**src/design/pipe_defs.svh**
```systemverilog
// Sizes shared by every block of the pipeline slice
// FETCH_DEPTH and DMEM_DEPTH must be powers of two
`ifndef PIPE_DEFS_SVH
`define PIPE_DEFS_SVH

// Register and data path width
`define DATA_W      32

// Register address width, 32 registers
`define REG_ADDR_W  5

// Fetch queue entries, also the credit count the source starts with
`define FETCH_DEPTH 4

// Retire slots granted to the core after reset
`define RET_CREDITS 2

// Data memory words
`define DMEM_DEPTH  16

// One bit per iteration in the multiply/divide unit
`define MD_CYCLES   32

`endif

```
**src/design/pipe_pkg.sv**
```systemverilog
// Types shared by the pipeline slice
// Immediates are 16 bits and always zero-extended in ID
`include "pipe_defs.svh"

package pipe_pkg;

  // Opcode set of the slice
  typedef enum logic [2:0] {
    OP_NOP   = 3'd0,
    OP_ADD   = 3'd1,
    OP_SUB   = 3'd2,
    OP_ADDI  = 3'd3,
    OP_LOAD  = 3'd4,
    OP_STORE = 3'd5,
    OP_MUL   = 3'd6,
    OP_DIVU  = 3'd7
  } opcode_e;

  // Instruction as delivered by the source
  typedef struct packed {
    opcode_e                op;
    logic [`REG_ADDR_W-1:0] rd;
    logic [`REG_ADDR_W-1:0] rs1;
    logic [`REG_ADDR_W-1:0] rs2;
    logic [15:0]            imm;
  } instr_t;

  // ID/EX pipeline register
  typedef struct packed {
    logic                   valid;
    opcode_e                op;
    logic [`REG_ADDR_W-1:0] rd;
    logic [`REG_ADDR_W-1:0] rs1;
    logic [`REG_ADDR_W-1:0] rs2;
    // Forwarded operand values
    logic [`DATA_W-1:0]     a;
    logic [`DATA_W-1:0]     b;
    // Immediate after zero extension
    logic [`DATA_W-1:0]     imm;
  } idex_t;

  // Retire record, also the MEM/WB payload
  typedef struct packed {
    opcode_e                op;
    logic [`REG_ADDR_W-1:0] rd;
    logic [`DATA_W-1:0]     value;
  } retire_t;

  // Multiply/divide sequencer
  typedef enum logic [1:0] {
    MD_IDLE,
    MD_RUN,
    MD_DONE
  } md_state_e;

endpackage

```
**src/design/fetch_queue.sv**
```systemverilog
// Instruction queue in front of ID with a credit-based input
// Source starts with FETCH_DEPTH credits and spends one per valid cycle
`timescale 1ns/1ps
`include "pipe_defs.svh"

module fetch_queue (
  input  logic             clk,
  input  logic             arst_n,
  input  logic             in_valid,
  input  pipe_pkg::instr_t in_instr,
  input  logic             pop,
  output logic             q_valid,
  output pipe_pkg::instr_t q_instr,
  output logic             in_credit
);

  localparam int PTR_W = $clog2(`FETCH_DEPTH);

  pipe_pkg::instr_t mem [`FETCH_DEPTH];
  logic [PTR_W-1:0] wr_ptr;
  logic [PTR_W-1:0] rd_ptr;
  // One bit wider than the pointers to tell full from empty
  logic [PTR_W:0]   count;

  assign q_valid = (count != '0);
  assign q_instr = mem[rd_ptr];

  // Pointers wrap on their own since the depth is a power of two
  always_ff @(posedge clk or negedge arst_n) begin
    if (!arst_n) begin
      wr_ptr    <= '0;
      rd_ptr    <= '0;
      count     <= '0;
      in_credit <= 1'b0;
    end else begin
      if (in_valid) begin
        wr_ptr <= wr_ptr + 1'b1;
      end
      if (pop) begin
        rd_ptr <= rd_ptr + 1'b1;
      end
      count     <= count + {{PTR_W{1'b0}}, in_valid} - {{PTR_W{1'b0}}, pop};
      // Each freed entry goes back to the source one cycle later
      in_credit <= pop;
    end
  end

  always_ff @(posedge clk) begin
    if (in_valid) begin
      mem[wr_ptr] <= in_instr;
    end
  end

  // Source credit accounting keeps pushes away from a full queue
  a_no_overflow: assert property (@(posedge clk) disable iff (!arst_n)
    in_valid |-> (count < `FETCH_DEPTH));

  // ID only pops an entry that is present
  a_pop_valid: assert property (@(posedge clk) disable iff (!arst_n)
    pop |-> q_valid);

endmodule

```
**src/design/hazard_detection_unit.sv**
```systemverilog
// Stall and bubble control for IF/ID and ID/EX
// Combinational only; clk samples the assertions and nothing else
`timescale 1ns/1ps
`include "pipe_defs.svh"

module hazard_detection_unit (
  input  logic                   clk,
  input  logic [`REG_ADDR_W-1:0] ifid_rs1,
  input  logic [`REG_ADDR_W-1:0] ifid_rs2,
  input  logic                   idex_is_load,
  input  logic [`REG_ADDR_W-1:0] idex_rd,
  input  logic                   idex_is_mul_div,
  input  logic                   mul_div_busy,
  input  logic                   ex_hold,
  output logic                   stall_ifid,
  output logic                   bubble_idex
);

  logic rs1_hazard;
  logic rs2_hazard;
  logic load_use_hazard;
  logic mul_div_stall;

  // x0 never carries a dependency
  assign rs1_hazard = (idex_rd == ifid_rs1) && (idex_rd != '0);
  assign rs2_hazard = (idex_rd == ifid_rs2) && (idex_rd != '0);

  // Load result only reaches ID through WB one cycle later
  assign load_use_hazard = idex_is_load && (rs1_hazard || rs2_hazard);

  // Catch the M op on its first EX cycle before busy rises
  assign mul_div_stall = mul_div_busy || idex_is_mul_div;

  // Multi-cycle and back-pressure stalls keep ID/EX in place
  assign stall_ifid  = load_use_hazard || mul_div_stall || ex_hold;

  // A held EX keeps the load in ID/EX so no bubble is inserted
  assign bubble_idex = load_use_hazard && !ex_hold;

  // Bubble leaves ID/EX empty once the load has moved on
  a_bubble_stalls: assert property (@(posedge clk)
    bubble_idex |=> !idex_is_load);

  // Frozen EX stage cannot drop the load it is holding
  a_hold_no_bubble: assert property (@(posedge clk)
    (ex_hold && idex_is_load) |=> (idex_is_load && $stable(idex_rd)));

endmodule

```
**src/design/id_stage.sv**
```systemverilog
// Decode stage with IF/ID, register file and ID/EX registers
// x0 reads as zero; the file is written from MEM/WB while it holds a result
// Operand priority is EX result, then MEM/WB result, then the file
`timescale 1ns/1ps
`include "pipe_defs.svh"

module id_stage (
  input  logic                   clk,
  input  logic                   arst_n,
  input  logic                   q_valid,
  input  pipe_pkg::instr_t       q_instr,
  output logic                   q_pop,
  input  logic                   stall_ifid,
  input  logic                   bubble_idex,
  input  logic                   ex_fwd_valid,
  input  logic [`REG_ADDR_W-1:0] ex_rd,
  input  logic [`DATA_W-1:0]     ex_value,
  input  logic                   wb_valid,
  input  logic [`REG_ADDR_W-1:0] wb_rd,
  input  logic [`DATA_W-1:0]     wb_value,
  output logic [`REG_ADDR_W-1:0] ifid_rs1,
  output logic [`REG_ADDR_W-1:0] ifid_rs2,
  output pipe_pkg::idex_t        idex
);

  logic               ifid_valid;
  pipe_pkg::instr_t   ifid;
  logic [`DATA_W-1:0] regs [1 << `REG_ADDR_W];
  logic [`DATA_W-1:0] rs1_val;
  logic [`DATA_W-1:0] rs2_val;

  // Operand lookup with bypass from the later stages
  function automatic logic [`DATA_W-1:0] read_operand(input logic [`REG_ADDR_W-1:0] rs);
    logic [`DATA_W-1:0] val;
    if (rs == '0) begin
      val = '0;
    end else if (ex_fwd_valid && (ex_rd == rs)) begin
      val = ex_value;
    end else if (wb_valid && (wb_rd == rs)) begin
      val = wb_value;
    end else begin
      val = regs[rs];
    end
    return val;
  endfunction

  // IF/ID fills when empty or when its instruction moves to ID/EX
  assign q_pop = q_valid && (!ifid_valid || !stall_ifid);

  // Empty IF/ID shows x0 so it can never match a load
  assign ifid_rs1 = ifid_valid ? ifid.rs1 : '0;
  assign ifid_rs2 = ifid_valid ? ifid.rs2 : '0;

  always_comb begin
    rs1_val = read_operand(ifid.rs1);
    rs2_val = read_operand(ifid.rs2);
  end

  always_ff @(posedge clk or negedge arst_n) begin
    if (!arst_n) begin
      ifid_valid <= 1'b0;
    end else if (q_pop) begin
      ifid_valid <= 1'b1;
    end else if (!stall_ifid) begin
      ifid_valid <= 1'b0;
    end
  end

  always_ff @(posedge clk) begin
    if (q_pop) begin
      ifid <= q_instr;
    end
  end

  // x0 is never written
  always_ff @(posedge clk) begin
    if (wb_valid && (wb_rd != '0)) begin
      regs[wb_rd] <= wb_value;
    end
  end

  // Bubble empties ID/EX; a plain stall holds it for EX hold or the M unit
  always_ff @(posedge clk or negedge arst_n) begin
    if (!arst_n) begin
      idex.valid <= 1'b0;
    end else if (bubble_idex) begin
      idex.valid <= 1'b0;
    end else if (!stall_ifid) begin
      idex.valid <= ifid_valid;
      idex.op    <= ifid.op;
      idex.rd    <= ifid.rd;
      idex.rs1   <= ifid.rs1;
      idex.rs2   <= ifid.rs2;
      idex.a     <= rs1_val;
      idex.b     <= rs2_val;
      idex.imm   <= {{(`DATA_W-16){1'b0}}, ifid.imm};
    end
  end

endmodule

```
**src/design/mul_div_unit.sv**
```systemverilog
// Iterative unsigned multiply and divide, one bit per cycle
// MUL keeps the low DATA_W bits; DIVU by zero gives all ones
// start is taken in MD_IDLE or MD_DONE and the result holds until the next start
`timescale 1ns/1ps
`include "pipe_defs.svh"

module mul_div_unit (
  input  logic               clk,
  input  logic               arst_n,
  input  logic               start,
  input  pipe_pkg::opcode_e  op,
  input  logic [`DATA_W-1:0] a,
  input  logic [`DATA_W-1:0] b,
  output logic               busy,
  output logic               done,
  output logic [`DATA_W-1:0] result
);

  localparam int CNT_W = $clog2(`MD_CYCLES);

  pipe_pkg::md_state_e state;
  logic [CNT_W-1:0]    cnt;
  logic                is_div;
  // Product, or partial remainder when dividing
  logic [`DATA_W-1:0]  acc;
  // Multiplicand or divisor
  logic [`DATA_W-1:0]  opnd;
  // Multiplier, or dividend shifting out as quotient shifts in
  logic [`DATA_W-1:0]  shf;
  logic [`DATA_W:0]    rem_sh;
  logic [`DATA_W:0]    rem_sub;

  assign busy   = (state == pipe_pkg::MD_RUN);
  assign done   = (state == pipe_pkg::MD_DONE);
  assign result = is_div ? shf : acc;

  // Next dividend bit into the remainder, then trial subtract
  assign rem_sh  = {acc, shf[`DATA_W-1]};
  assign rem_sub = rem_sh - {1'b0, opnd};

  always_ff @(posedge clk or negedge arst_n) begin
    if (!arst_n) begin
      state <= pipe_pkg::MD_IDLE;
      cnt   <= '0;
    end else begin
      case (state)
        pipe_pkg::MD_IDLE, pipe_pkg::MD_DONE: begin
          if (start) begin
            state <= pipe_pkg::MD_RUN;
            cnt   <= '0;
          end
        end
        pipe_pkg::MD_RUN: begin
          cnt <= cnt + 1'b1;
          if (cnt == CNT_W'(`MD_CYCLES - 1)) begin
            state <= pipe_pkg::MD_DONE;
          end
        end
        default: state <= pipe_pkg::MD_IDLE;
      endcase
    end
  end

  always_ff @(posedge clk) begin
    if (start && !busy) begin
      is_div <= (op == pipe_pkg::OP_DIVU);
      acc    <= '0;
      opnd   <= (op == pipe_pkg::OP_DIVU) ? b : a;
      shf    <= (op == pipe_pkg::OP_DIVU) ? a : b;
    end else if (busy) begin
      if (is_div) begin
        // Borrow means restore; zero divisor never borrows
        shf <= {shf[`DATA_W-2:0], !rem_sub[`DATA_W]};
        acc <= rem_sub[`DATA_W] ? rem_sh[`DATA_W-1:0] : rem_sub[`DATA_W-1:0];
      end else begin
        if (shf[0]) begin
          acc <= acc + opnd;
        end
        opnd <= opnd << 1;
        shf  <= shf >> 1;
      end
    end
  end

  // EX issues each M op once and waits for done
  a_no_start_busy: assert property (@(posedge clk) disable iff (!arst_n)
    start |-> !busy);

endmodule

```
**src/design/execute_stage.sv**
```systemverilog
// EX and MEM/WB stages with data memory and retire credit counter
// Memory addresses are word indices modulo DMEM_DEPTH
// Stores retire with rd 0 and the stored data as value
`timescale 1ns/1ps
`include "pipe_defs.svh"

module execute_stage (
  input  logic                   clk,
  input  logic                   arst_n,
  input  pipe_pkg::idex_t        idex,
  output logic                   ex_fwd_valid,
  output logic [`REG_ADDR_W-1:0] ex_rd,
  output logic [`DATA_W-1:0]     ex_value,
  output logic                   wb_valid,
  output logic [`REG_ADDR_W-1:0] wb_rd,
  output logic [`DATA_W-1:0]     wb_value,
  output logic                   idex_is_load,
  output logic                   idex_is_mul_div,
  output logic                   mul_div_busy,
  output logic                   ex_hold,
  input  logic                   ret_credit,
  output logic                   ret_valid,
  output pipe_pkg::retire_t      ret
);

  localparam int ADDR_W = $clog2(`DMEM_DEPTH);
  localparam int CRD_W  = $clog2(`RET_CREDITS + 1);

  logic [`DATA_W-1:0] dmem [`DMEM_DEPTH];
  logic               is_md;
  logic               md_start;
  logic               md_issued;
  logic               md_done;
  logic               md_ready;
  logic [`DATA_W-1:0] md_result;
  logic [`DATA_W-1:0] addr_sum;
  logic [ADDR_W-1:0]  addr;
  logic [`DATA_W-1:0] ex_result;
  logic               memwb_valid;
  pipe_pkg::retire_t  memwb;
  logic [CRD_W-1:0]   credits;

  // Everything except NOP and STORE updates rd
  function automatic logic writes_rd(input pipe_pkg::opcode_e op);
    return !(op inside {pipe_pkg::OP_NOP, pipe_pkg::OP_STORE});
  endfunction

  assign is_md        = idex.valid && (idex.op inside {pipe_pkg::OP_MUL, pipe_pkg::OP_DIVU});
  assign idex_is_load = idex.valid && (idex.op == pipe_pkg::OP_LOAD);

  // One start per M op, result counts only after its own start
  assign md_start        = is_md && !md_issued;
  assign md_ready        = md_issued && md_done;
  assign idex_is_mul_div = is_md && !md_ready;

  mul_div_unit u_mul_div (
    .clk    (clk),
    .arst_n (arst_n),
    .start  (md_start),
    .op     (idex.op),
    .a      (idex.a),
    .b      (idex.b),
    .busy   (mul_div_busy),
    .done   (md_done),
    .result (md_result)
  );

  // Shared by ADDI and the memory address
  assign addr_sum = idex.a + idex.imm;
  assign addr     = addr_sum[ADDR_W-1:0];

  always_comb begin
    case (idex.op)
      pipe_pkg::OP_ADD:   ex_result = idex.a + idex.b;
      pipe_pkg::OP_SUB:   ex_result = idex.a - idex.b;
      pipe_pkg::OP_ADDI:  ex_result = addr_sum;
      pipe_pkg::OP_LOAD:  ex_result = dmem[addr];
      pipe_pkg::OP_STORE: ex_result = idex.b;
      pipe_pkg::OP_MUL,
      pipe_pkg::OP_DIVU:  ex_result = md_result;
      default:            ex_result = '0;
    endcase
  end

  // Loads forward from WB only; M ops once their result is in
  assign ex_fwd_valid = idex.valid && writes_rd(idex.op) && !idex_is_load && !idex_is_mul_div;
  assign ex_rd        = idex.rd;
  assign ex_value     = ex_result;

  // Full MEM/WB without a credit freezes EX
  assign ret_valid = memwb_valid && (credits != '0);
  assign ex_hold   = memwb_valid && (credits == '0);
  assign ret       = memwb;

  assign wb_valid = memwb_valid && writes_rd(memwb.op);
  assign wb_rd    = memwb.rd;
  assign wb_value = memwb.value;

  always_ff @(posedge clk or negedge arst_n) begin
    if (!arst_n) begin
      md_issued <= 1'b0;
    end else if (md_start) begin
      md_issued <= 1'b1;
    end else if (md_ready && !ex_hold) begin
      md_issued <= 1'b0;
    end
  end

  // Pending M op leaves a gap in MEM/WB
  always_ff @(posedge clk or negedge arst_n) begin
    if (!arst_n) begin
      memwb_valid <= 1'b0;
    end else if (!ex_hold) begin
      memwb_valid <= idex.valid && !idex_is_mul_div;
    end
  end

  always_ff @(posedge clk) begin
    if (!ex_hold) begin
      memwb.op    <= idex.op;
      memwb.rd    <= (idex.op == pipe_pkg::OP_STORE) ? '0 : idex.rd;
      memwb.value <= ex_result;
      if (idex.valid && (idex.op == pipe_pkg::OP_STORE)) begin
        dmem[addr] <= idex.b;
      end
    end
  end

  // Consumer grants add up, each retire spends one
  always_ff @(posedge clk or negedge arst_n) begin
    if (!arst_n) begin
      credits <= CRD_W'(`RET_CREDITS);
    end else begin
      credits <= credits + CRD_W'(ret_credit) - CRD_W'(ret_valid);
    end
  end

  // Consumer never returns more slots than it was given
  a_credit_bound: assert property (@(posedge clk) disable iff (!arst_n)
    (ret_credit && !ret_valid) |-> (credits < CRD_W'(`RET_CREDITS)));

  // Held EX sees the same ID/EX contents on the next cycle
  a_hold_stable: assert property (@(posedge clk) disable iff (!arst_n)
    ex_hold |=> $stable(idex));

endmodule

```
**src/design/core_top.sv**
```systemverilog
// Pipeline slice with credit-based instruction input and retire output
// Source starts with FETCH_DEPTH credits and the core with RET_CREDITS
`timescale 1ns/1ps
`include "pipe_defs.svh"

module core_top (
  input  logic              clk,
  input  logic              arst_n,
  input  logic              in_valid,
  input  pipe_pkg::instr_t  in_instr,
  output logic              in_credit,
  output logic              ret_valid,
  output pipe_pkg::retire_t ret,
  input  logic              ret_credit
);

  logic                   q_valid;
  pipe_pkg::instr_t       q_instr;
  logic                   q_pop;
  pipe_pkg::idex_t        idex;
  logic [`REG_ADDR_W-1:0] ifid_rs1;
  logic [`REG_ADDR_W-1:0] ifid_rs2;
  logic                   stall_ifid;
  logic                   bubble_idex;
  // Bypass paths back into ID
  logic                   ex_fwd_valid;
  logic [`REG_ADDR_W-1:0] ex_rd;
  logic [`DATA_W-1:0]     ex_value;
  logic                   wb_valid;
  logic [`REG_ADDR_W-1:0] wb_rd;
  logic [`DATA_W-1:0]     wb_value;
  // EX status for the hazard unit
  logic                   idex_is_load;
  logic                   idex_is_mul_div;
  logic                   mul_div_busy;
  logic                   ex_hold;

  fetch_queue u_fetch_queue (
    .clk       (clk),
    .arst_n    (arst_n),
    .in_valid  (in_valid),
    .in_instr  (in_instr),
    .pop       (q_pop),
    .q_valid   (q_valid),
    .q_instr   (q_instr),
    .in_credit (in_credit)
  );

  id_stage u_id_stage (
    .clk          (clk),
    .arst_n       (arst_n),
    .q_valid      (q_valid),
    .q_instr      (q_instr),
    .q_pop        (q_pop),
    .stall_ifid   (stall_ifid),
    .bubble_idex  (bubble_idex),
    .ex_fwd_valid (ex_fwd_valid),
    .ex_rd        (ex_rd),
    .ex_value     (ex_value),
    .wb_valid     (wb_valid),
    .wb_rd        (wb_rd),
    .wb_value     (wb_value),
    .ifid_rs1     (ifid_rs1),
    .ifid_rs2     (ifid_rs2),
    .idex         (idex)
  );

  hazard_detection_unit u_hazard (
    .clk             (clk),
    .ifid_rs1        (ifid_rs1),
    .ifid_rs2        (ifid_rs2),
    .idex_is_load    (idex_is_load),
    .idex_rd         (idex.rd),
    .idex_is_mul_div (idex_is_mul_div),
    .mul_div_busy    (mul_div_busy),
    .ex_hold         (ex_hold),
    .stall_ifid      (stall_ifid),
    .bubble_idex     (bubble_idex)
  );

  execute_stage u_execute (
    .clk             (clk),
    .arst_n          (arst_n),
    .idex            (idex),
    .ex_fwd_valid    (ex_fwd_valid),
    .ex_rd           (ex_rd),
    .ex_value        (ex_value),
    .wb_valid        (wb_valid),
    .wb_rd           (wb_rd),
    .wb_value        (wb_value),
    .idex_is_load    (idex_is_load),
    .idex_is_mul_div (idex_is_mul_div),
    .mul_div_busy    (mul_div_busy),
    .ex_hold         (ex_hold),
    .ret_credit      (ret_credit),
    .ret_valid       (ret_valid),
    .ret             (ret)
  );

endmodule

```
**config.mk**
```make
export PLATFORM = sky130hd
export DESIGN_NAME = core_top
export DESIGN_NICKNAME = d
export VERILOG_FILES = /design/src/design/pipe_pkg.sv /design/src/design/fetch_queue.sv /design/src/design/hazard_detection_unit.sv /design/src/design/id_stage.sv /design/src/design/mul_div_unit.sv /design/src/design/execute_stage.sv /design/src/design/core_top.sv
export VERILOG_INCLUDE_DIRS = /design/src /design/src/design
export SDC_FILE = /design/constraint.sdc
export NUM_CORES = 2
export LEC_CHECK = 0
export CAP_MARGIN = 5
export CORE_MARGIN = 5
export CORE_UTILIZATION = 37
export CTS_BUF_LIST = sky130_fd_sc_hd__clkbuf_4 sky130_fd_sc_hd__clkbuf_8
export DETAILED_ROUTE_END_ITERATION = 16
export DONT_BUFFER_PORTS = 1
export PLACE_DENSITY = 0.48
export SYNTH_ARGS = -nofsm -noshare
export SYNTH_HDL_FRONTEND = slang
export SYNTH_HIERARCHICAL = 1
export SYNTH_SLANG_ARGS = --single-unit
```
**constraint.sdc**
```tcl
create_clock -name clk -period 11.2 [get_ports clk]
set_input_delay 1.12 -clock clk [delete_from_list [all_inputs] [get_ports clk]]
set_output_delay 1.12 -clock clk [all_outputs]
set_load 0.01 [all_outputs]
```
==> flow_summary.ini <==
[status]
status = complete, no violations

[floorplan]
pin_count = 80
die_y_um = 513
coreArea_um2 = 252000
fp.dieArea_um2 = 264000
dieWidth_um = 513
start_util = 0.372
rows = 184

[layout]
nFillCells = 22840
synthToLayoutAreaGrowth_pct = 11.9
drive_gt1_frac = 0.255
nets = 6167

[timing]
worstMarginPinSlew_ns = 1.42
hold_violations = 0
worst_slack_ns = 5.37
drv_slew = 0
rsz0062_at_grt = false
skew_ns = 0.123
fmax_mhz = 171
max_slew_margin = 0.0529
fin_setup_tns_ns = 0
fin_crit_sh = 0.521
period_minus_slack_ns = 5.83
setup_violations = 0

[detailed_routing]
ant_nets = 0
vias_per_cell = 6.03
wl_mm = 329
drtPass1Iterations = 5
via_count = 57900
drc = 0
wl_per_cell_um = 34.3
drtIter0Drc = 6302

[flow_run]
maxCapViolCount = 0

[grt]
busiest_layer = met2
grt_pass1_vias = 58186
grt_overflow = 0
track_usage = 0.244
grtUsageMet2 = 0.397
grt_first_pass_wirelength_mm = 455
grt_start_max_net_pins = 136
antenna_found_initial = 15
use_met3 = 0.0492
grt_util_met1 = 0.317

[worst_setup_path]
end_kind = register
cp.required_ns = 11.95
startpoint_type = register
worst-path-max-fanout = 21
worstPathArrival_ns = 6.58
crit_type = register to register

[power_and_ir_drop]
leakage_nw = 35.2
ir_worst_vdd_uv = 185
p_per_area_nw_per_um2 = 310
total_power_mw = 32.5

[clocking]
cts_made_buffers = 356
cts_num_sinks = 1962
clk_latency_ns = 1.12
cts-htree-levels = 5
path_clk_slew_ns = 0.06
cts_resized = 0
cts_root_buf = clkbuf_8
clockBufferDepth = 4
cts_tree = done

[synthesis]
avgSynthCellArea_um2 = 16.2
syn_inst = 5783
yosys_warnings = 6
synth.cell_area_um2 = 93800

[placement]
gp_congestion = 0.939
dpl_worst_slack_ns = 5.59
numPortBuffers = 0
dp_hpwl_mm = 202

[hold_path]
hp-class = input port to register
## per-stage QoR
| stage | instance area (µm²) | hold slack, ns | utilization | std cells |
|---|---|---|---|---|
| finish | 105000 | 0.134 | 0.417 | 9600 |
| global route | 105000 | 0.0429 | 0.417 | 9591 |
| CTS | 105000 | 0.00558 | 0.417 | 9589 |
| detailed placement | 98000 | 0.405 | 0.389 | 8975 |
| global placement | 98000 | 0.402 | 0.389 | 8975 |
| floorplan | 93900 | 0.400 | - | 5830 |
## per-layer routing
| layer | wire [µm] | share of wire | vias to the layer above |
|---|---|---|---|
| met5 | 0 | 0 | - |
| met4 | 16500 | 0.050 | 0 |
| met3 | 24700 | 0.075 | 624 |
| met2 | 157000 | 0.48 | 2476 |
| met1 | 131000 | 0.40 | 30840 |
| li1 | - | - | 23960 |
## cells in the final DEF, fill, tap and decap left out, types with 18 or more instances in the layout
master and instances:
a21o_1 61, a21oi_1 146, a22o_1 35, a22oi_1 70, a31oi_1 90, a32oi_1 44, and2_1 28, and3_1 30
buf_4 208, clkbuf_4 107, clkbuf_8 369, clkinv_1 88, clkinv_2 28, conb_1 48, dfrtp_1 19, dfxtp_1 32
edfxtp_1 1899, ha_1 135, inv_1 166, mux2_2 26, mux2i_1 175, mux4_2 667, nand2_1 368, nand2b_1 42
nand3_1 46, nand4_1 37, nor2_1 173, nor2_4 35, nor2b_1 28, nor3_1 79, o2111ai_1 18, o21a_1 25
o21ai_0 205, o21ai_1 19, o22ai_1 101, o32ai_1 32, or2_2 25, xnor2_1 82, xor2_1 86
## path summary, 6_finish.rpt
path,from,endpoint,cells past startpoint,slack (ns)
hold / removal,in_instr[29],u_fetch_queue/mem[0][29],0,0.13
hold reg to reg,u_id_stage/ifid[11],u_id_stage/idex[11],0,0.40
max in group asynchronous,arst_n,u_execute/credits[1],2,10.45
min in group asynchronous,arst_n,u_execute/u_mul_div/cnt[1],2,0.49
setup / recovery,u_id_stage/idex[35],u_id_stage/idex[61],20,5.37
setup reg to reg,u_id_stage/idex[35],u_id_stage/idex[61],20,5.37
## state kept, by name (all words and copies together), names as in the netlist, 32 cells and up, named ones only
name and count:
u_execute/u_mul_div/acc 32, u_execute/u_mul_div/shf 32, u_fetch_queue/mem 136, u_id_stage/idex 89, u_execute/u_mul_div/opnd 32, u_id_stage/ifid 34, u_execute/wb_value 32, u_execute/dmem 512
u_id_stage/regs 1024
## where the power goes
part	switching, mW	leakage, nW	total (mW)	internal [mW]
Clock	3.00	3.59	6.71	3.71
Combinational	9.24	13.7	14.8	5.52
Sequential	1.01	18.0	11.1	10.1
Total	13.3	35.2	32.5	19.3
## area by class of cell
type	count	area, µm²	area share
multi-input cells	3281	33100	0.315
inverters	169	634	0.00605
diodes	11	27.5	0.000262
repair buffers	218	1740	0.0166
flip-flops and latches	1962	58400	0.557
clock buffers	476	5880	0.0561
well taps	3348	4190	0.0399
clock inverters	135	940	0.00895
## worst max-delay path, stage by stage, from the launching register on
cell	delay (ns)
edfxtp_1	0.74
nor2_1	0.33
nand3b_1	0.16
nor4_1	0.62
nand2_1	0.22
nor2_1	0.24
nand3_1	0.17
o41ai_1	0.47
xor2_1	0.27
ha_1	0.39
a21oi_1	0.33
o21a_1	0.17
nor2_1	0.03
a31oi_1	0.19
o22ai_1	0.12
nor3_1	0.38
o211ai_1	0.22
inv_1	0.12
nor3_1	0.06
a31oi_1	0.18
o32ai_1	0.11
## what timing repair did
action | in CTS | in global routing
hold buffers | 3 | 0
setup buffers | 0 | 0
endpoints found under the hold margin | 22 | 0
No activity file was read; power rests on OpenSTA's default activity.
